[src/design/uartPkg.sv]
package uartPkg;

	// ################################################
	// word widths
	// ################################################

	// processor bus data word
	parameter int WORD_WIDTH = 16;
	// one serial character, 8N1 framing
	parameter int BYTE_WIDTH = 8;

	// ################################################
	// register map
	// ################################################

	// status flags, write any value to clear tx irq
	parameter logic [1:0] ADDR_STATUS = 2'd0;
	// rx byte on read, tx byte on write
	parameter logic [1:0] ADDR_DATA = 2'd1;
	// clocks per bit, receive side
	parameter logic [1:0] ADDR_RX_DIV = 2'd2;
	// clocks per bit, transmit side
	parameter logic [1:0] ADDR_TX_DIV = 2'd3;

	// ################################################
	// status word bit positions
	// ################################################

	// bits 5 and up read zero
	parameter int STATUS_RX_AVAIL = 0;
	parameter int STATUS_TX_ACTIVE = 1;
	parameter int STATUS_TX_DONE = 2;
	parameter int STATUS_TX_IRQ = 3;
	parameter int STATUS_RX_IRQ = 4;

endpackage

[src/design/uartTxIf.sv]
`timescale 1ns/1ps

interface uartTxIf
	import uartPkg::*;
();

	// request from the register block
	logic startTx;
	logic [BYTE_WIDTH-1:0] txByte;
	logic [WORD_WIDTH-1:0] txClkDiv;

	// state reported back by the transmitter
	logic txActive;
	// one cycle, last cycle of the stop bit
	logic txDone;

	// register side
	modport ctrl (
		output startTx, txByte, txClkDiv,
		input txActive, txDone
	);

	// serial line side
	modport line (
		input startTx, txByte, txClkDiv,
		output txActive, txDone
	);

endinterface

[src/design/uartReceiver.sv]
`timescale 1ns/1ps

module uartReceiver import uartPkg::*; (
	input  logic CLK,
	input  logic RESET,
	input  logic i_rxd,
	input  logic [WORD_WIDTH-1:0] i_clkDiv,
	output logic o_valid,
	output logic [BYTE_WIDTH-1:0] o_byte
);

	// frame states
	localparam logic [1:0] ST_IDLE = 2'd0;
	localparam logic [1:0] ST_START = 2'd1;
	localparam logic [1:0] ST_DATA = 2'd2;
	localparam logic [1:0] ST_STOP = 2'd3;

	logic [1:0] state;
	logic rxMeta;
	logic rxSync;
	logic rxLast;
	logic [WORD_WIDTH-1:0] bitCnt;
	logic [WORD_WIDTH-1:0] bitEnd;
	logic [WORD_WIDTH-1:0] halfEnd;
	logic [2:0] bitIdx;
	logic [BYTE_WIDTH-1:0] shiftReg;
	logic bitDone;

	// last count of a full bit and of half a bit
	assign bitEnd = (i_clkDiv != '0) ? i_clkDiv - 1'b1 : '0;
	assign halfEnd = (i_clkDiv > 16'd1) ? (i_clkDiv >> 1) - 1'b1 : '0;
	assign bitDone = (bitCnt >= bitEnd);

	// ################################################
	// frame FSM
	// ################################################

	always_ff @(posedge CLK or posedge RESET) begin
		if (RESET) begin
			rxMeta <= 1'b1;
			rxSync <= 1'b1;
			rxLast <= 1'b1;
			state <= ST_IDLE;
			bitCnt <= '0;
			bitIdx <= '0;
			o_valid <= 1'b0;
			o_byte <= '0;
		end else begin
			// two flop synchronizer, then edge history
			rxMeta <= i_rxd;
			rxSync <= rxMeta;
			rxLast <= rxSync;
			o_valid <= 1'b0;
			case (state)
				ST_IDLE: begin
					// falling edge marks a possible start bit
					if (rxLast && !rxSync) begin
						state <= ST_START;
						bitCnt <= '0;
					end
				end
				ST_START: begin
					if (bitCnt >= halfEnd) begin
						bitCnt <= '0;
						bitIdx <= '0;
						// still low at mid start bit, else treat as a glitch
						state <= rxSync ? ST_IDLE : ST_DATA;
					end else begin
						bitCnt <= bitCnt + 1'b1;
					end
				end
				ST_DATA: begin
					if (bitDone) begin
						bitCnt <= '0;
						bitIdx <= bitIdx + 1'b1;
						if (bitIdx == 3'd7) begin
							state <= ST_STOP;
						end
					end else begin
						bitCnt <= bitCnt + 1'b1;
					end
				end
				default: begin
					// middle of stop bit, hand the byte over
					if (bitDone) begin
						o_valid <= 1'b1;
						o_byte <= shiftReg;
						bitCnt <= '0;
						state <= ST_IDLE;
					end else begin
						bitCnt <= bitCnt + 1'b1;
					end
				end
			endcase
		end
	end

	// lsb arrives first, shift in from the top
	always_ff @(posedge CLK) begin
		if (state == ST_DATA && bitDone) begin
			shiftReg <= {rxSync, shiftReg[BYTE_WIDTH-1:1]};
		end
	end

endmodule

[src/design/uartTransmitter.sv]
`timescale 1ns/1ps

module uartTransmitter import uartPkg::*; (
	input  logic CLK,
	input  logic RESET,
	output logic o_txd,
	uartTxIf.line tx
);

	// frame states
	localparam logic [1:0] ST_IDLE = 2'd0;
	localparam logic [1:0] ST_START = 2'd1;
	localparam logic [1:0] ST_DATA = 2'd2;
	localparam logic [1:0] ST_STOP = 2'd3;

	logic [1:0] state;
	logic [WORD_WIDTH-1:0] bitCnt;
	logic [WORD_WIDTH-1:0] bitEnd;
	logic [2:0] bitIdx;
	logic [BYTE_WIDTH-1:0] shiftReg;
	logic bitDone;

	// each bit lasts txClkDiv cycles
	assign bitEnd = (tx.txClkDiv != '0) ? tx.txClkDiv - 1'b1 : '0;
	assign bitDone = (bitCnt >= bitEnd);

	// busy from start bit through stop bit
	assign tx.txActive = (state != ST_IDLE);
	// high in the last cycle of the stop bit only
	assign tx.txDone = (state == ST_STOP) && bitDone;

	always_ff @(posedge CLK or posedge RESET) begin
		if (RESET) begin
			state <= ST_IDLE;
			bitCnt <= '0;
			bitIdx <= '0;
			o_txd <= 1'b1;
		end else begin
			case (state)
				ST_IDLE: begin
					// requests while busy never reach here
					if (tx.startTx) begin
						state <= ST_START;
						bitCnt <= '0;
						o_txd <= 1'b0;
					end
				end
				ST_START: begin
					if (bitDone) begin
						state <= ST_DATA;
						bitCnt <= '0;
						bitIdx <= '0;
						o_txd <= shiftReg[0];
					end else begin
						bitCnt <= bitCnt + 1'b1;
					end
				end
				ST_DATA: begin
					if (bitDone) begin
						bitCnt <= '0;
						bitIdx <= bitIdx + 1'b1;
						if (bitIdx == 3'd7) begin
							state <= ST_STOP;
							o_txd <= 1'b1;
						end else begin
							o_txd <= shiftReg[0];
						end
					end else begin
						bitCnt <= bitCnt + 1'b1;
					end
				end
				default: begin
					// line already high, just wait out the stop bit
					if (bitDone) begin
						state <= ST_IDLE;
						bitCnt <= '0;
					end else begin
						bitCnt <= bitCnt + 1'b1;
					end
				end
			endcase
		end
	end

	// load at start, next bit lands in position 0 at every boundary
	always_ff @(posedge CLK) begin
		if (state == ST_IDLE && tx.startTx) begin
			shiftReg <= tx.txByte;
		end else if (bitDone && (state == ST_START || state == ST_DATA)) begin
			shiftReg <= shiftReg >> 1;
		end
	end

endmodule

[src/design/uartRegisters.sv]
`timescale 1ns/1ps

module uartRegisters import uartPkg::*; #(
	parameter int unsigned DEFAULT_CLK_DIV = 104
) (
	input  logic CLK,
	input  logic RESET,
	input  logic i_rd,
	input  logic i_wr,
	input  logic [1:0] i_addr,
	input  logic [WORD_WIDTH-1:0] i_din,
	output logic [WORD_WIDTH-1:0] o_dout,
	output logic o_irq,
	input  logic i_rxValid,
	input  logic [BYTE_WIDTH-1:0] i_rxByte,
	output logic [WORD_WIDTH-1:0] o_rxClkDiv,
	uartTxIf.ctrl tx
);

	// latched status flags
	logic rxAvail;
	logic txDoneFlag;
	logic txIrq;
	logic rxIrq;

	logic startTx;
	logic [BYTE_WIDTH-1:0] txByte;
	logic [WORD_WIDTH-1:0] rxClkDiv;
	logic [WORD_WIDTH-1:0] txClkDiv;
	logic [WORD_WIDTH-1:0] status;
	logic [WORD_WIDTH-1:0] rdData;

	// ################################################
	// status word and outputs
	// ################################################

	always_comb begin
		status = '0;
		status[STATUS_RX_AVAIL] = rxAvail;
		// live copy of the transmitter state
		status[STATUS_TX_ACTIVE] = tx.txActive;
		status[STATUS_TX_DONE] = txDoneFlag;
		status[STATUS_TX_IRQ] = txIrq;
		status[STATUS_RX_IRQ] = rxIrq;
	end

	// single interrupt line for both directions
	assign o_irq = status[STATUS_TX_IRQ] | status[STATUS_RX_IRQ];

	assign tx.startTx = startTx;
	assign tx.txByte = txByte;
	assign tx.txClkDiv = txClkDiv;
	assign o_rxClkDiv = rxClkDiv;

	// read mux ahead of the output register
	always_comb begin
		case (i_addr)
			ADDR_STATUS: rdData = status;
			ADDR_DATA: rdData = {{(WORD_WIDTH - BYTE_WIDTH){1'b0}}, i_rxByte};
			ADDR_RX_DIV: rdData = rxClkDiv;
			ADDR_TX_DIV: rdData = txClkDiv;
			default: rdData = '0;
		endcase
	end

	// ################################################
	// register and flag updates
	// ################################################

	always_ff @(posedge CLK or posedge RESET) begin
		if (RESET) begin
			o_dout <= '0;
			startTx <= 1'b0;
			rxAvail <= 1'b0;
			txDoneFlag <= 1'b1;
			txIrq <= 1'b0;
			rxIrq <= 1'b0;
			rxClkDiv <= WORD_WIDTH'(DEFAULT_CLK_DIV);
			txClkDiv <= WORD_WIDTH'(DEFAULT_CLK_DIV);
		end else begin
			// read data valid for one cycle, zero otherwise
			o_dout <= i_rd ? rdData : '0;

			// request held until the transmitter goes busy
			if (tx.txActive) begin
				startTx <= 1'b0;
			end

			// data read acknowledges the received byte
			if (i_rd && i_addr == ADDR_DATA) begin
				rxAvail <= 1'b0;
				rxIrq <= 1'b0;
			end

			if (i_wr) begin
				case (i_addr)
					ADDR_STATUS: begin
						txIrq <= 1'b0;
					end
					ADDR_DATA: begin
						startTx <= 1'b1;
						txDoneFlag <= 1'b0;
						txIrq <= 1'b0;
					end
					ADDR_RX_DIV: begin
						rxClkDiv <= i_din;
					end
					ADDR_TX_DIV: begin
						txClkDiv <= i_din;
					end
				endcase
			end

			// completion events override a same-cycle clear
			if (i_rxValid) begin
				rxAvail <= 1'b1;
				rxIrq <= 1'b1;
			end
			if (tx.txDone) begin
				txDoneFlag <= 1'b1;
				txIrq <= 1'b1;
			end
		end
	end

	// outgoing byte taken at the data write
	always_ff @(posedge CLK) begin
		if (i_wr && i_addr == ADDR_DATA) begin
			txByte <= i_din[BYTE_WIDTH-1:0];
		end
	end

endmodule

[src/design/uartTop.sv]
`timescale 1ns/1ps

module uartTop import uartPkg::*; #(
	// 12 MHz clock at 115200 baud
	parameter int unsigned DEFAULT_CLK_DIV = 104
) (
	input  logic CLK,
	input  logic RESET,
	input  logic i_rd,
	input  logic i_wr,
	input  logic [1:0] i_addr,
	input  logic [WORD_WIDTH-1:0] i_din,
	output logic [WORD_WIDTH-1:0] o_dout,
	output logic o_irq,
	input  logic i_rxd,
	output logic o_txd
);

	// receive path
	logic rxValid;
	logic [BYTE_WIDTH-1:0] rxByte;
	logic [WORD_WIDTH-1:0] rxClkDiv;

	// transmit request and status
	uartTxIf txBus ();

	uartRegisters #(
		.DEFAULT_CLK_DIV(DEFAULT_CLK_DIV)
	) regsInst (
		.CLK(CLK),
		.RESET(RESET),
		.i_rd(i_rd),
		.i_wr(i_wr),
		.i_addr(i_addr),
		.i_din(i_din),
		.o_dout(o_dout),
		.o_irq(o_irq),
		.i_rxValid(rxValid),
		.i_rxByte(rxByte),
		.o_rxClkDiv(rxClkDiv),
		.tx(txBus.ctrl)
	);

	uartTransmitter txInst (
		.CLK(CLK),
		.RESET(RESET),
		.o_txd(o_txd),
		.tx(txBus.line)
	);

	uartReceiver rxInst (
		.CLK(CLK),
		.RESET(RESET),
		.i_rxd(i_rxd),
		.i_clkDiv(rxClkDiv),
		.o_valid(rxValid),
		.o_byte(rxByte)
	);

endmodule

[config.mk]
export PLATFORM = sky130hd
export DESIGN_NAME = uartTop
export DESIGN_NICKNAME = d
export VERILOG_FILES = /design/src/design/uartPkg.sv /design/src/design/uartTxIf.sv /design/src/design/uartReceiver.sv /design/src/design/uartTransmitter.sv /design/src/design/uartRegisters.sv /design/src/design/uartTop.sv
export SDC_FILE = /design/constraint.sdc
export NUM_CORES = 1
export LEC_CHECK = 0
export BUFFER_PORTS_ARGS = -buffer_cell sky130_fd_sc_hd__buf_4
export CAP_MARGIN = 20
export CORE_AREA = 8 8 124 126
export CTS_CLUSTER_DIAMETER = 60
export DETAILED_ROUTE_END_ITERATION = 12
export DIE_AREA = 0 0 132 134
export GPL_ROUTABILITY_DRIVEN = 0
export PLACE_DENSITY = 0.77
export SETUP_SLACK_MARGIN = 0.1
export SYNTH_ARGS = -nofsm -noshare
export SYNTH_HDL_FRONTEND = slang
export SYNTH_HIERARCHICAL = 1
export SYNTH_SLANG_ARGS = --single-unit
[constraint.sdc]
create_clock -name CLK -period 5.9 [get_ports CLK]
set_clock_uncertainty 0.05 [all_clocks]
set_input_delay 1.18 -clock CLK [delete_from_list [all_inputs] [get_ports CLK]]
set_output_delay 1.18 -clock CLK [all_outputs]
set_load 0.02 [all_outputs]
==> impl_results.html <==
<table>
<tr><th>Metric</th><th>Value</th></tr>
<tr><th colspan="2">Yosys</th></tr>
<tr><td>Most area-consuming cells after synthesis</td><td>dfrtp_1, ha_1, edfxtp_1</td></tr>
<tr><td>FFs w/ async S/R, synth</td><td>0.817</td></tr>
<tr><td>Cell types with the highest counts after synthesis</td><td>nand2_1, dfrtp_1, ha_1</td></tr>
<tr><td>Post-synth top area cell</td><td>dfrtp_1</td></tr>
<tr><td>Number of nets produced by synthesis</td><td>830</td></tr>
<tr><td>Synth warn</td><td>6</td></tr>
<tr><td>Main synth FF type</td><td>dfrtp_1</td></tr>
<tr><td>Most instantiated library cell after synthesis</td><td>nand2_1</td></tr>
<tr><td>Unique masters post-synth</td><td>71</td></tr>
<tr><td>Portion of the post-synthesis area used by sequential elements</td><td>0.437</td></tr>
<tr><td>FF+latch count, synth</td><td>131</td></tr>
<tr><td>Post-synthesis cell count</td><td>742</td></tr>
<tr><td>Post-synthesis instance area</td><td>7810 um2</td></tr>
<tr><td>Mean Syn Cell Area</td><td>10.5 um2</td></tr>
<tr><td>Share of the synthesized area in the top cell type</td><td>0.307</td></tr>
<tr><td>Number of synthesized flops with an enable pin</td><td>24</td></tr>
<tr><th colspan="2">Timing</th></tr>
<tr><td>Slew HR</td><td>0.369</td></tr>
<tr><td>Share of the clock period used by the worst path after layout</td><td>0.774</td></tr>
<tr><td>Final-report setup violation count</td><td>0</td></tr>
<tr><td>Worst Setup Slack, final</td><td>roughly 1.3 ns</td></tr>
<tr><td>Fmax achieved</td><td>about 220 MHz</td></tr>
<tr><td>Max Transition Viols Final</td><td>0</td></tr>
<tr><td>Minimum clock period</td><td>4.57 ns</td></tr>
<tr><td>Unrepaired setup endpoints after global routing</td><td>false</td></tr>
<tr><td>Number of endpoints with negative hold slack in the final report</td><td>0</td></tr>
<tr><td>Transition time at the pin with the least slew margin</td><td>about 0.94 ns</td></tr>
<tr><td>Total negative slack for setup checks</td><td>0 ns</td></tr>
<tr><th colspan="2">Die</th></tr>
<tr><td>Area enclosed by the die boundary</td><td>around 18000 um2</td></tr>
<tr><td>Number of rows in the core area</td><td>43</td></tr>
<tr><td>Initial cell density of the core</td><td>0.579</td></tr>
<tr><td>Die extent in y</td><td>between 100 and 150 um</td></tr>
<tr><td>Top-level port count</td><td>roughly 40</td></tr>
<tr><td>Core box area</td><td>13500 um2</td></tr>
<tr><td>Die width</td><td>132 um</td></tr>
<tr><th colspan="2">Global routing</th></tr>
<tr><td>Largest net degree at the start of global routing</td><td>53</td></tr>
<tr><td>Initial antenna violation count</td><td>0</td></tr>
<tr><td>Wire length of the first global-routing pass</td><td>28700 um</td></tr>
<tr><td>Number of global-route vias before repair</td><td>5807</td></tr>
<tr><td>Total Routing Usage GR</td><td>0.201</td></tr>
<tr><td>Grt ovf</td><td>0</td></tr>
<tr><th colspan="2">Setup path</th></tr>
<tr><td>Worst Setup End Kind</td><td>flip-flop</td></tr>
<tr><td>Critical path class</td><td>flip-flop to flip-flop</td></tr>
<tr><td>Worst endpoint required time</td><td>6.15 ns</td></tr>
<tr><td>Peak fanout along the critical path</td><td>11</td></tr>
<tr><td>Data arrival time at the worst-slack endpoint</td><td>just under 5 ns</td></tr>
<tr><td>CP startpoint kind</td><td>flip-flop</td></tr>
<tr><th colspan="2">Placed design</th></tr>
<tr><td>HPWL after detailed placement</td><td>about 13000 um</td></tr>
<tr><td>Setup slack at placement</td><td>around 1.4 ns</td></tr>
<tr><td>Number of buffers inserted by port buffering</td><td>40</td></tr>
<tr><th colspan="2">Clock network</th></tr>
<tr><td>Clock tree buffer depth</td><td>2</td></tr>
<tr><td>Number of buffers created by CTS</td><td>17</td></tr>
<tr><td>CTS tree</td><td>yes</td></tr>
<tr><td>Post-CTS resize count</td><td>0</td></tr>
<tr><td>Number of sinks handled by clock tree synthesis</td><td>around 130</td></tr>
<tr><td>Clock transition at the registers of the reported paths</td><td>around 0.060 ns</td></tr>
<tr><td>Count of hold-fix buffers inserted at cts</td><td>0</td></tr>
<tr><td>Maximum level of the CTS H-tree</td><td>4</td></tr>
<tr><td>Post-CTS Setup Repair Bufs</td><td>0</td></tr>
<tr><td>Skew-Pair Late Insertion Delay</td><td>approximately 0.43 ns</td></tr>
<tr><td>Cell at the root of the clock tree</td><td>clkbuf_16</td></tr>
<tr><th colspan="2">Drt</th></tr>
<tr><td>DR pass1 iterations</td><td>7</td></tr>
<tr><td>Via-per-instance ratio</td><td>5.93</td></tr>
<tr><td>Routed Antenna Nets</td><td>0</td></tr>
<tr><td>Number of design rule violations left after detail routing</td><td>0</td></tr>
<tr><td>Vias</td><td>5789</td></tr>
<tr><td>Total wire length</td><td>17200 um</td></tr>
<tr><td>Initial DRC Count</td><td>between 400 and 500</td></tr>
<tr><td>Average wire per standard cell</td><td>17.6 um</td></tr>
<tr><th colspan="2">Pwr</th></tr>
<tr><td>Pwr dens</td><td>362 nW/um2</td></tr>
<tr><td>Cell leakage power</td><td>approximately 4.2 nW</td></tr>
<tr><td>VDD IR-drop max</td><td>about 250 uV</td></tr>
<tr><th colspan="2">Layout</th></tr>
<tr><td>Proportion of layout cells with a drive suffix above 1</td><td>0.185</td></tr>
<tr><td>ANT cells</td><td>0</td></tr>
<tr><td>Layout-stage area growth over the synthesis result</td><td>13.2%</td></tr>
<tr><td>Total of fill cells in the finished design</td><td>1035</td></tr>
<tr><td># nets final</td><td>between 800 and 900</td></tr>
<tr><th colspan="2">Outcome</th></tr>
<tr><td>Run status</td><td>complete, no violations</td></tr>
<tr><th colspan="2">Worst hold path</th></tr>
<tr><td>Worst hold path type</td><td>flip-flop to flip-flop</td></tr>
<tr><th colspan="2">Flow run</th></tr>
<tr><td>Number of max-capacitance violations reported</td><td>0</td></tr>
</table>
## cell usage in the layout, fill, tap and decap left out, drive strengths merged, types with 5 or more instances in the layout
cell type / count
nor2: 59
xor2: 29
nand4: 12
edfxtp: 24
or4: 6
and4: 5
a31oi: 14
ha: 65
a22oi: 5
nor4: 7
mux2i: 15
buf: 42
inv: 34
a21o: 9
clkbuf: 17
o21ai: 19
nand2b: 12
mux2: 52
dfstp: 11
nand2: 100
dfrtp: 96
and3: 7
a21oi: 26
and2: 12
nor2b: 9
nor3: 13
nand3: 24
xnor2: 23
## cell families (layout without fill, tap and decap cells)
kind of cell | count (synthesis) | after routing | share of synthesized area
buffers and inverters | 44 | 98 | 0.0258
AO/OA/AOI/OAI | 104 | 104 | 0.0927
flip-flops | 131 | 131 | 0.437
XOR/XNOR | 52 | 52 | 0.0583
adder cells (fa/ha/maj) | 65 | 65 | 0.104
multiplexers | 70 | 70 | 0.108
AND/OR/NAND/NOR | 276 | 276 | 0.174
## flip-flops by register name, indices dropped and copies added, names as in the netlist, 2 cells and up
name                  flops
txInst/state              2
rxInst/shiftReg           8
rxInst/o_byte             8
rxInst/bitIdx             3
regsInst/tx.txClkDiv     16
regsInst/tx.txByte        8
txInst/bitCnt            16
regsInst/o_rxClkDiv      16
rxInst/state              2
regsInst/o_dout          16
txInst/bitIdx             3
txInst/shiftReg           8
rxInst/bitCnt            16
## layout make-up
cell class,count,area (um2),share of cell area
Clock buffer,17,425,0.0481
Clock inverter,15,164,0.0185
Inverter,24,90.1,0.0102
Multi-Input combinational cell,567,4200,0.475
Sequential cell,131,3410,0.386
Tap cell,180,225,0.0255
Timing Repair Buffer,42,328,0.0371
## per-layer routing
| layer | up-vias | global-route usage | wire length, um |
|---|---|---|---|
| met5 | - | 0 | 0 |
| met4 | 0 | 0.0798 | 298 |
| met3 | 26 | 0.0471 | 711 |
| met2 | 149 | 0.339 | 8760 |
| met1 | 2856 | 0.245 | 7440 |
| li1 | 2758 | - | - |
## final timing paths
kind / start / slack [ns] / depth (start not counted) / to
setup / recovery: regsInst/o_rxClkDiv[1] / 1.33 / 15 / rxInst/bitIdx[2]
min in group asynchronous: RESET / 0.78 / 2 / regsInst/tx.txClkDiv[1]
hold / removal: rxInst/rxMeta / 0.31 / 0 / rxInst/rxSync
setup reg to reg: regsInst/o_rxClkDiv[1] / 1.33 / 15 / rxInst/bitIdx[2]
hold reg to reg: rxInst/rxMeta / 0.31 / 0 / rxInst/rxSync
max in group asynchronous: RESET / 4.40 / 2 / txInst/bitCnt[7]
## stage by stage
| step | instance area (um2) | power (mW) | utilization | hold WS, ns | std cells |
|---|---|---|---|---|---|
| global route | 8840 | 3.40 | 0.655 | 0.313 | 976 |
| floorplan | 7810 | 1.90 | - | 0.295 | 742 |
| finish | 8840 | 3.20 | 0.655 | 0.306 | 976 |
| detailed placement | 8240 | 2.15 | 0.610 | 0.299 | 943 |
| global placement | 8240 | 2.08 | 0.610 | 0.297 | 943 |
| CTS | 8820 | 3.22 | 0.653 | 0.307 | 975 |
## report_power, final
| group | switching [mW] | total (mW) | internal [mW] |
|---|---|---|---|
| Combinational | 0.514 | 0.926 | 0.412 |
| Sequential | 0.181 | 1.23 | 1.05 |
| Clock | 0.445 | 1.04 | 0.600 |
| Total | 1.14 | 3.20 | 2.07 |
## worst max-delay path: stages, from the launching register on
cell and delay [ns]:
dfrtp_1 0.41, inv_1 0.16, ha_1 0.24, nand2b_1 0.13, or4_1 0.46, nor2_1 0.28, nand3_1 0.14, xnor2_1 0.16
nand2_1 0.08, ha_1 0.34, and4_1 0.27, nand4_1 0.17, or4_4 0.61, a311oi_4 0.61, mux2i_1 0.26, nor2_1 0.06
No activity file was read; power rests on OpenSTA's default activity.
